## config.mk

```make
export PLATFORM = sky130hd
export DESIGN_NAME = irq_unit
export DESIGN_NICKNAME = d
export VERILOG_FILES = /design/src/design/irq_pkg.sv /design/src/design/irq_csr_if.sv /design/src/design/irq_csr_regs.sv /design/src/design/irq_arbiter.sv /design/src/design/irq_trap_ctrl.sv /design/src/design/irq_unit.sv
export VERILOG_INCLUDE_DIRS = /design/src /design/src/design
export SDC_FILE = /design/constraint.sdc
export NUM_CORES = 1
export LEC_CHECK = 0
export ABC_AREA = 1
export BUFFER_PORTS_ARGS = -buffer_cell sky130_fd_sc_hd__buf_4
export CELL_PAD_IN_SITES_DETAIL_PLACEMENT = 1
export CELL_PAD_IN_SITES_GLOBAL_PLACEMENT = 2
export CORE_MARGIN = 2
export CORE_UTILIZATION = 30
export CTS_BUF_LIST = sky130_fd_sc_hd__clkbuf_2 sky130_fd_sc_hd__clkbuf_4 sky130_fd_sc_hd__clkbuf_8
export DETAILED_ROUTE_END_ITERATION = 10
export GPL_ROUTABILITY_DRIVEN = 1
export MAX_ROUTING_LAYER = met4
export PLACE_DENSITY = 0.79
export SKIP_LAST_GASP = 1
export SLEW_MARGIN = 20
export SYNTH_ARGS = -nofsm -noshare
export SYNTH_HDL_FRONTEND = slang
export SYNTH_HIERARCHICAL = 1
export SYNTH_SLANG_ARGS = --single-unit
```

## constraint.sdc

```tcl
create_clock -name clk_i -period 3.1 [get_ports clk_i]
set_clock_uncertainty 0.15 [all_clocks]
set_input_delay 0.155 -clock clk_i [delete_from_list [all_inputs] [get_ports clk_i]]
set_output_delay 0.155 -clock clk_i [all_outputs]
set_load 0.02 [all_outputs]
```

## src/design/irq_defs.svh

```systemverilog
/* Widths and constants of the machine-mode interrupt path.
   Only lines 31..16, 11, 7 and 3 are implemented; other mie/mip bits read 0. */

`ifndef IRQ_DEFS_SVH
`define IRQ_DEFS_SVH

// CSR data and address widths
`define XLEN        32
`define CSR_ADDR_W  12

// Interrupt number width, 32 lines
`define IRQ_ID_W    5

// Implemented lines: 31..16 platform, 11 external, 7 timer, 3 software
`define IRQ_LEGAL_MASK  32'hFFFF_0888

// Field positions in mcause and mstatus
`define MCAUSE_IRQ_BIT    31
`define MSTATUS_MIE_BIT   3
`define MSTATUS_MPIE_BIT  7

`endif

```

## src/design/irq_pkg.sv

```systemverilog
/* Types shared by the interrupt path. Machine mode only, no other CSR
   than the four listed in the address enum is implemented. */

`default_nettype none

`include "irq_defs.svh"

package irq_pkg;

  // Implemented CSR addresses
  typedef enum logic [`CSR_ADDR_W-1:0] {
    MSTATUS = 12'h300,
    MIE     = 12'h304,
    MCAUSE  = 12'h342,
    MIP     = 12'h344
  } csr_addr_e;

  // Stored part of mstatus
  // mpie lives at bit 7, mie at bit 3 of the full register
  typedef struct packed {
    logic mpie;
    logic mie;
  } mstatus_t;

  // Interrupt number
  typedef logic [`IRQ_ID_W-1:0] irq_id_t;

endpackage

`default_nettype wire

```

## src/design/irq_csr_if.sv

```systemverilog
/* Links the CSR block with the arbiter and the trap controller.
   Every signal has exactly one driving modport. */

`timescale 1ns/1ns
`default_nettype none

`include "irq_defs.svh"

interface irq_csr_if;

  // From the CSR block
  logic [`XLEN-1:0]  mie_en;
  logic              m_ie;

  // Registered pending lines from the arbiter
  logic [`XLEN-1:0]  mip;

  // Trap entry request from the trap controller
  logic              take;
  irq_pkg::irq_id_t  take_id;

  modport regs (output mie_en, output m_ie, input mip, input take, input take_id);

  modport arb  (output mip, input mie_en);

  modport trap (output take, output take_id, input m_ie);

endinterface

`default_nettype wire

```

## src/design/irq_csr_regs.sv

```systemverilog
/* Machine CSRs mstatus, mie, mcause and the read view of mip.
   Same-cycle priority: trap entry, then mret, then software write. */

`timescale 1ns/1ns
`default_nettype none

`include "irq_defs.svh"

module irq_csr_regs (
  input  wire logic                    clk_i,
  input  wire logic                    rst_n_i,
  input  wire logic                    csr_we_i,
  input  wire logic [`CSR_ADDR_W-1:0]  csr_addr_i,
  input  wire logic [`XLEN-1:0]        csr_wdata_i,
  output logic      [`XLEN-1:0]        csr_rdata_o,
  input  wire logic                    mret_i,
  irq_csr_if.regs                      csr
);

  irq_pkg::mstatus_t  mstatus_q, mstatus_d;
  logic [`XLEN-1:0]   mie_q, mie_d;
  logic [`XLEN-1:0]   mcause_q, mcause_d;
  logic [`XLEN-1:0]   mcause_take;
  logic [`XLEN-1:0]   mstatus_full;

  ////////////////////////////////////////////////////////////
  // Read side
  ////////////////////////////////////////////////////////////

  // Full 32-bit mstatus view, everything but MIE/MPIE reads 0
  always_comb begin
    mstatus_full                          = '0;
    mstatus_full[`MSTATUS_MIE_BIT]        = mstatus_q.mie;
    mstatus_full[`MSTATUS_MPIE_BIT]       = mstatus_q.mpie;
  end

  // Address decode, unknown CSRs read 0
  always_comb begin
    case (csr_addr_i)
      irq_pkg::MSTATUS: csr_rdata_o = mstatus_full;
      irq_pkg::MIE:     csr_rdata_o = mie_q;
      irq_pkg::MCAUSE:  csr_rdata_o = mcause_q;
      irq_pkg::MIP:     csr_rdata_o = csr.mip;
      default:          csr_rdata_o = '0;
    endcase
  end

  ////////////////////////////////////////////////////////////
  // Next state
  ////////////////////////////////////////////////////////////

  // Cause on trap entry: interrupt flag plus line number
  always_comb begin
    mcause_take                        = '0;
    mcause_take[`MCAUSE_IRQ_BIT]       = 1'b1;
    mcause_take[`IRQ_ID_W-1:0]         = csr.take_id;
  end

  // Lowest priority first, later assignments override
  always_comb begin
    mstatus_d = mstatus_q;
    mie_d     = mie_q;
    mcause_d  = mcause_q;

    // Software writes
    if (csr_we_i) begin
      case (csr_addr_i)
        irq_pkg::MSTATUS: begin
          mstatus_d.mie  = csr_wdata_i[`MSTATUS_MIE_BIT];
          mstatus_d.mpie = csr_wdata_i[`MSTATUS_MPIE_BIT];
        end
        irq_pkg::MIE:     mie_d    = csr_wdata_i & `IRQ_LEGAL_MASK;
        irq_pkg::MCAUSE:  mcause_d = csr_wdata_i;
        // mip is read only, others not implemented
        default: ;
      endcase
    end

    // Return from trap
    if (mret_i) begin
      mstatus_d.mie  = mstatus_q.mpie;
      mstatus_d.mpie = 1'b1;
    end

    // Trap entry stacks MIE and records the cause
    if (csr.take) begin
      mstatus_d.mpie = mstatus_q.mie;
      mstatus_d.mie  = 1'b0;
      mcause_d       = mcause_take;
    end
  end

  always_ff @(posedge clk_i or negedge rst_n_i) begin
    if (!rst_n_i) begin
      mstatus_q <= '0;
      mie_q     <= '0;
      mcause_q  <= '0;
    end else begin
      mstatus_q <= mstatus_d;
      mie_q     <= mie_d;
      mcause_q  <= mcause_d;
    end
  end

  // Enables towards arbiter and trap controller
  assign csr.mie_en = mie_q;
  assign csr.m_ie   = mstatus_q.mie;

  // Unimplemented enable bits stay zero
  a_mie_legal : assert property (
    @(posedge clk_i) disable iff (!rst_n_i)
    (mie_q & ~`IRQ_LEGAL_MASK) == '0
  );

endmodule

`default_nettype wire

```

## src/design/irq_arbiter.sv

```systemverilog
/* Samples irq_i into mip once per cycle, so mip lags irq_i by one clock.
   Selection is combinational: lines 31..16 highest first, then 11, 3, 7. */

`timescale 1ns/1ns
`default_nettype none

`include "irq_defs.svh"

module irq_arbiter (
  input  wire logic              clk_i,
  input  wire logic              rst_n_i,
  input  wire logic [`XLEN-1:0]  irq_i,
  irq_csr_if.arb                 csr,
  output logic                   pending_o,
  output irq_pkg::irq_id_t       sel_id_o
);

  logic [`XLEN-1:0]  mip_q;
  logic [`XLEN-1:0]  enabled;

  ////////////////////////////////////////////////////////////
  // Pending register
  ////////////////////////////////////////////////////////////

  // Unimplemented lines never reach mip
  always_ff @(posedge clk_i or negedge rst_n_i) begin
    if (!rst_n_i) begin
      mip_q <= '0;
    end else begin
      mip_q <= irq_i & `IRQ_LEGAL_MASK;
    end
  end

  assign csr.mip = mip_q;

  ////////////////////////////////////////////////////////////
  // Fixed priority select
  ////////////////////////////////////////////////////////////

  assign enabled   = mip_q & csr.mie_en;
  assign pending_o = |enabled;

  always_comb begin
    logic found_hi;
    found_hi = 1'b0;
    sel_id_o = '0;
    // Upward scan, highest set line wins
    for (int i = 16; i < `XLEN; i++) begin
      if (enabled[i]) begin
        sel_id_o = irq_pkg::irq_id_t'(i);
        found_hi = 1'b1;
      end
    end
    // Standard lines: external, software, timer
    if (!found_hi) begin
      if (enabled[11]) begin
        sel_id_o = irq_pkg::irq_id_t'(11);
      end else if (enabled[3]) begin
        sel_id_o = irq_pkg::irq_id_t'(3);
      end else if (enabled[7]) begin
        sel_id_o = irq_pkg::irq_id_t'(7);
      end
    end
  end

  // Selected line is both pending and enabled in the CSR block
  a_sel_valid : assert property (
    @(posedge clk_i) disable iff (!rst_n_i)
    pending_o |-> (csr.mip[sel_id_o] && csr.mie_en[sel_id_o])
  );

endmodule

`default_nettype wire

```

## src/design/irq_trap_ctrl.sv

```systemverilog
/* Take decision, registered acknowledge and WFI sleep flag.
   Wake from sleep needs only an enabled pending line and ignores MIE. */

`timescale 1ns/1ns
`default_nettype none

`include "irq_defs.svh"

module irq_trap_ctrl (
  input  wire logic              clk_i,
  input  wire logic              rst_n_i,
  input  wire logic              pending_i,
  input  wire irq_pkg::irq_id_t  sel_id_i,
  input  wire logic              wfi_i,
  irq_csr_if.trap                csr,
  output logic                   irq_ack_o,
  output irq_pkg::irq_id_t       irq_id_o,
  output logic                   core_sleep_o
);

  logic              take;
  logic              ack_q;
  irq_pkg::irq_id_t  id_q;
  logic              sleep_q;

  ////////////////////////////////////////////////////////////
  // Take and acknowledge
  ////////////////////////////////////////////////////////////

  // Enabled line pending and global enable set
  assign take = pending_i & csr.m_ie;

  // CSR block updates at the same edge
  assign csr.take    = take;
  assign csr.take_id = sel_id_i;

  // Ack pulse one edge after take
  // id only moves on a take and holds otherwise
  always_ff @(posedge clk_i or negedge rst_n_i) begin
    if (!rst_n_i) begin
      ack_q <= 1'b0;
      id_q  <= '0;
    end else begin
      ack_q <= take;
      if (take) begin
        id_q <= sel_id_i;
      end
    end
  end

  assign irq_ack_o = ack_q;
  assign irq_id_o  = id_q;

  ////////////////////////////////////////////////////////////
  // WFI sleep
  ////////////////////////////////////////////////////////////

  // Pending wins over a wfi in the same cycle
  always_ff @(posedge clk_i or negedge rst_n_i) begin
    if (!rst_n_i) begin
      sleep_q <= 1'b0;
    end else if (pending_i) begin
      sleep_q <= 1'b0;
    end else if (wfi_i) begin
      sleep_q <= 1'b1;
    end
  end

  assign core_sleep_o = sleep_q;

  // Acks never come back to back since MIE clears after every take
  a_ack_single : assert property (
    @(posedge clk_i) disable iff (!rst_n_i)
    irq_ack_o |=> !irq_ack_o
  );

  // Take needs MIE and trap entry in the CSR block drops it
  a_take_mie : assert property (
    @(posedge clk_i) disable iff (!rst_n_i)
    csr.take |-> csr.m_ie ##1 !csr.m_ie
  );

endmodule

`default_nettype wire

```

## src/design/irq_unit.sv

```systemverilog
/* Machine-mode interrupt unit top level, plain ports only.
   All core events are single-cycle strobes, nothing is ever refused. */

`timescale 1ns/1ns
`default_nettype none

`include "irq_defs.svh"

module irq_unit (
  // Clock and reset
  input  wire logic                    clk_i,
  input  wire logic                    rst_n_i,

  // Interrupt lines and acknowledge
  input  wire logic [`XLEN-1:0]        irq_i,
  output logic                         irq_ack_o,
  output irq_pkg::irq_id_t             irq_id_o,

  // CSR access from the core
  input  wire logic                    csr_we_i,
  input  wire logic [`CSR_ADDR_W-1:0]  csr_addr_i,
  input  wire logic [`XLEN-1:0]        csr_wdata_i,
  output logic      [`XLEN-1:0]        csr_rdata_o,

  // Core events and sleep status
  input  wire logic                    mret_i,
  input  wire logic                    wfi_i,
  output logic                         core_sleep_o
);

  // Arbiter to trap controller
  logic              pending;
  irq_pkg::irq_id_t  sel_id;

  irq_csr_if csr_if ();

  ////////////////////////////////////////////////////////////
  // CSRs
  ////////////////////////////////////////////////////////////

  irq_csr_regs csr_regs_i (
    .clk_i       ( clk_i       ),
    .rst_n_i     ( rst_n_i     ),
    .csr_we_i    ( csr_we_i    ),
    .csr_addr_i  ( csr_addr_i  ),
    .csr_wdata_i ( csr_wdata_i ),
    .csr_rdata_o ( csr_rdata_o ),
    .mret_i      ( mret_i      ),
    .csr         ( csr_if.regs )
  );

  ////////////////////////////////////////////////////////////
  // Pending and priority
  ////////////////////////////////////////////////////////////

  irq_arbiter arbiter_i (
    .clk_i     ( clk_i      ),
    .rst_n_i   ( rst_n_i    ),
    .irq_i     ( irq_i      ),
    .csr       ( csr_if.arb ),
    .pending_o ( pending    ),
    .sel_id_o  ( sel_id     )
  );

  // Take, ack and sleep
  irq_trap_ctrl trap_ctrl_i (
    .clk_i        ( clk_i        ),
    .rst_n_i      ( rst_n_i      ),
    .pending_i    ( pending      ),
    .sel_id_i     ( sel_id       ),
    .wfi_i        ( wfi_i        ),
    .csr          ( csr_if.trap  ),
    .irq_ack_o    ( irq_ack_o    ),
    .irq_id_o     ( irq_id_o     ),
    .core_sleep_o ( core_sleep_o )
  );

endmodule

`default_nettype wire

```

== After elaboration in Yosys (flattened, before gate mapping) ==
Index checks and enable logic that the tools add are counted.
Cells by class
  equal/unequal tests: 4
  muxes and demuxes: 46
  bitwise operators: 2
  reduce and logical (&&, ||, !) cells: 9
Operators with widths (number)
  $pmux 32 s4: 1
  $mux 5: 20
  $mux 32: 3
  $eq 12x10->1 const B: 4
  $and 32x32->32: 1
  $reduce_or 32->1: 1
  $mux 1: 18
  $mux 2: 4
  $reduce_and 2->1: 3
  $reduce_bool 2->1: 3
  $reduce_bool 3->1: 2
  $and 1x1->1: 1
Word-level totals
  register bits: 79
  input port bits: 81
  output and inout bits: 39
  word-level logic and storage cells: 69

== Longest topological paths before layout ==
  depth after elaboration: 22
  depth in mapped cells: 21
  gate-level depth less buffers: 20

== By module ==
The synthesis kept the hierarchy.
By module, submodules not included
  irq_csr_regs: times used 1, cells each 486, area an instance 3348.2 um^2, sequential area each 1326.3 um^2
  irq_arbiter: times used 1, cells each 99, area an instance 860.8 um^2, sequential area each 475.5 um^2
  irq_trap_ctrl: times used 1, cells each 31, area an instance 292.8 um^2, sequential area each 175.2 um^2

== Worst setup path before layout ==
Ideal clock, no wire load.
  path type: reg-to-reg
  start: reg csr_regs_i.mie_q[20] (netlist: csr_regs_i/csr.mie_en[20])
  end: reg csr_regs_i.mcause_q[10]
  library setup time: 0.117 ns
  data arrival time: 1.930 ns
  path slack: 0.903 ns
  stages on the path, launching flop included: 17
  buffers on the path: 3
  cells stage by stage: dfrtp_1 nand2_1 nand2_1 nor2_2 inv_2 nor2_4 nand2_4 clkinv_2 nand2_1 nand2_2 inv_1 buf_2 or2_1 clkbuf_1 buf_2 nand3_1 nand2_1
On the way
  word-level cells in the longest chain between the ends: 5
Ends and longest elaborated chain
  start, declared: RTL line irq_csr_regs.sv:21  | logic [`XLEN-1:0] mie_q, mie_d;
  start signal, assigned: RTL line irq_csr_regs.sv:100  | mie_q <= mie_d;
  $and 32x32->32 *: RTL line irq_arbiter.sv:40  | assign enabled = mip_q & csr.mie_en;
  $reduce_or 32->1 *: RTL line irq_arbiter.sv:41  | assign pending_o = |enabled;
  named net pending: RTL line irq_unit.sv:32  | logic pending;
  $and 1x1->1 *: RTL line irq_trap_ctrl.sv:31  | assign take = pending_i & csr.m_ie;
  named net csr_if.take: RTL line irq_csr_if.sv:19  | logic take;
  $reduce_bool 2->1 (no source line)
  $reduce_and 2->1 (no source line)
  end signal, assigned: RTL line irq_csr_regs.sv:101  | mcause_q <= mcause_d;
  end, declared: RTL line irq_csr_regs.sv:22  | logic [`XLEN-1:0] mcause_q, mcause_d;
Mark *: on every way through the listed nets, which the timed path passes. The rest lies on a longest branch.
A chain may end at the register's enable or synchronous reset.

== Final worst setup path ==
  start: reg csr_regs_i.mie_q[18] (netlist: csr_regs_i/csr.mie_en[18])
  end: reg csr_regs_i.mcause_q[13]
Same word-level chain as after synthesis.

==> reports/qor.txt <==
================================================================================
Critical Setup Path Class ......................................... flip-flop to flip-flop
TritonCTS Buffers .................................................            9
Num ports .........................................................          120
Layout overhead on the synthesized area ...........................        35.4%
Post-synth design cell area .......................................    4400 um^2
Slew at the pin closest to its max-slew limit .....................     0.883 ns
Die width .........................................................       125 um
Post-detailed-route wirelength per cell ...........................      16.1 um
Power share of the combinational group ............................        13.3%
Overflow left after global routing ................................            0
Met1 capacity usage during global routing .........................        24.5%
Post-CTS setup buffer count .......................................            0
Number of buffers added on ports ..................................          106
Standard cell core area ...........................................   14400 um^2
Net count of the finished layout ..................................          825
Critical Path AT ..................................................      2.80 ns
Total Wirelength ..................................................     15000 um
Crit path launch type .............................................    flip-flop
Master of the slowest instance on the critical path ...............      dfrtp_1
Met3 track utilization from global routing ........................        2.61%
Die area ..........................................................   15700 um^2
Syn avg cell area .................................................    7.31 um^2
CTS root buffer ...................................................     clkbuf_8
Setup TNS Final ...................................................         0 ns
Initial DRC Count .................................................          177
Maximum Capacitance Violations ....................................            0
Number of global-route vias before repair .........................         4996
Crit path max fanout ..............................................           32
Critical path, cell by cell ....................................... nand2_1 > nand4_1 > nor2_4 > nand2_4 > clkinv_2 > nand2_1 > nand2_2 > inv_1 > inv_1 > buf_4 > nand2_1 > buf_4 > nand3_1 > nand2_1
Vias after detailed routing .......................................         4481
Effective utilization at floorplan ................................        30.5%
Proportion of layout cells with a drive suffix above 1 ............        21.4%
Final number of setup-violating endpoints .........................            0
Power per standard cell area ......................................  345 nW/um^2
Placement row count ...............................................           44
Buffer depth of the longest clock path ............................            2
Diodes inserted ...................................................            0
Clock latency on the worst-skew pair ..............................      0.37 ns
TritonCTS clock tree ..............................................         done
Net switching fraction of the power ...............................        26.3%
Top cell by count, worst path .....................................      nand2_1
Result of the run ................................................. finished, final reports clean
Initial antenna violation count ...................................            0
Cells after DPL ...................................................          864
Fin crit period ...................................................      2.69 ns
Slew headroom .....................................................        41.1%
P_sw ..............................................................   0.000540 W
Last weighted congestion value of the routability-driven placer ...        0.802
Post-route total power ............................................    0.00205 W
RSZ-0062 raised after global routing ..............................        false
Number of clock sinks .............................................           79
Critical path required time .......................................      3.21 ns
Clk pin slew, worst setup/hold paths ..............................      0.08 ns
Largest net degree at the start of global routing .................           80
Fmax ..............................................................      372 MHz
Wire length of the first global-routing pass ......................     25100 um
Part of the cycle the worst path needs ............................        86.8%
P_int .............................................................    0.00151 W
Class of the tightest hold or removal check ....................... input pin to flip-flop
Remaining DRCs ....................................................            0
Non-filler cells in the finished layout ...........................          931
Worst setup EP type ...............................................    flip-flop
Kind of cell with the highest combined delay on the critical path . simple AND/OR/NAND/NOR gates
DPL Wire Length ...................................................      9980 um
Height of the chip ................................................       125 um
Hold_ws ...........................................................    0.0286 ns
Hold violation count in the final report ..........................            0
Global-route layer with the greatest usage ........................         met2
Post-Syn Instances ................................................          602
Maximum vdd ir drop ...............................................   0.000164 V
Post-DRT Antenna Nets .............................................            0
Total global-route track usage ....................................        20.6%
Portion of total power attributed to the clock network ............        33.3%
Max stage delay on crit path ......................................      0.40 ns
Worst path buffer plus inverter count .............................            5
Yosys warnings ....................................................            6
Vias per inst .....................................................         4.81
Fraction of the core area covered by cells at the end of the flow .        41.3%
Count of pins over their slew limit ...............................            0
P_leak ............................................................      3.22 nW
Met2 track demand over resource ...................................        35.8%
Share of total power in sequential cells ..........................        53.4%
H-tree depth ......................................................            3
Number of detailed-routing iterations run before antenna repair ...            4
================================================================================
==> per-stage QoR <==
| stage | cell area (um^2) | setup slack, ns |
|---|---|---|
| 2_1_floorplan | 4450 | 0.903 |
| 4_1_cts | 5950 | 0.423 |
| 3_5_place_dp | 5270 | 0.446 |
| 3_3_place_gp | 5270 | 0.504 |
| 5_1_grt | 5960 | 0.151 |
| 6_report | 5960 | 0.409 |
==> routing by layer <==
| layer | share of wire, % | up-vias |
|---|---|---|
| li1 | - | 2173 |
| met1 | 46 | 2193 |
| met2 | 50 | 92 |
| met3 | 2.7 | 23 |
| met4 | 2.0 | 0 |
| met5 | 0 | - |
==> path summary, 6_finish.rpt <==
kind                                                 from                       to  slack (ns)  depth (start not counted)
worst max-delay path            csr_regs_i/csr.mie_en[18]  csr_regs_i/mcause_q[13]        0.41                         14
worst min-delay path                      csr_wdata_i[13]  csr_regs_i/mcause_q[13]        0.03                          5
worst max register to register  csr_regs_i/csr.mie_en[18]  csr_regs_i/mcause_q[13]        0.41                         14
worst min register to register    trap_ctrl_i/irq_id_o[2]  trap_ctrl_i/irq_id_o[2]        0.33                          2
min in group asynchronous                         rst_n_i   csr_regs_i/mcause_q[1]        0.25                          2
max in group asynchronous                         rst_n_i    arbiter_i/csr.mip[16]        2.02                          2
==> timing repair <==
| action | in CTS | in global routing |
|---|---|---|
| gates resized for setup | 0 | 0 |
| endpoints found under the hold margin | 137 | 0 |
| hold buffers | 53 | 0 |
==> worst reg2reg max path, delay by kind of cell, from the launching register on <==
family / cells / cell delay (ns)
AND/OR/NAND/NOR: 9 / 1.27
buffers and inverters: 5 / 0.76
flip-flops: 1 / 0.40
==> flip-flops by register name (all words and copies together), names as in the netlist <==
name	cells
trap_ctrl_i/irq_id_o	5
trap_ctrl_i/irq_ack_o	1
csr_regs_i/csr.mie_en	19
csr_regs_i/mcause_q	32
csr_regs_i/csr.m_ie	1
csr_regs_i/mstatus_full	1
trap_ctrl_i/core_sleep_o	1
arbiter_i/csr.mip	19
==> cell type report <==
class / instances / area, um^2
Sequential cell: 79 / 1980
Tap cell: 184 / 230
Multi-Input combinational cell: 429 / 1950
Inverter: 51 / 193
Clock inverter: 2 / 10.0
Clock buffer: 12 / 146
Fill cell: 1794 / 8470
Timing Repair Buffer: 174 / 1460
==> layout by cell type (no fill, tap or decap), types with 2 or more instances in the layout <==
cell type,n
a21oi_1,4
buf_4,119
clkbuf_4,3
clkbuf_8,9
clkinv_2,3
conb_1,13
dfrtp_1,79
dlygate4sd3_1,53
inv_1,48
inv_2,2
nand2_1,172
nand3_1,156
nand3_2,2
nor2_1,45
nor2_2,5
nor2_4,3
o21ai_0,10
o21ai_1,3
o21ai_2,10
==> power by group through the flow <==
stage	Clock, W	Combinational [W]	Sequential [W]
global route	0.000753	0.000303	0.00110
detailed placement	0	0.000221	0.00112
CTS	0.000710	0.000274	0.00110
finish	0.000684	0.000273	0.00110
global placement	0	0.000213	0.00112
floorplan	0	0.000104	0.00111
No activity file was read; power rests on OpenSTA's default activity.
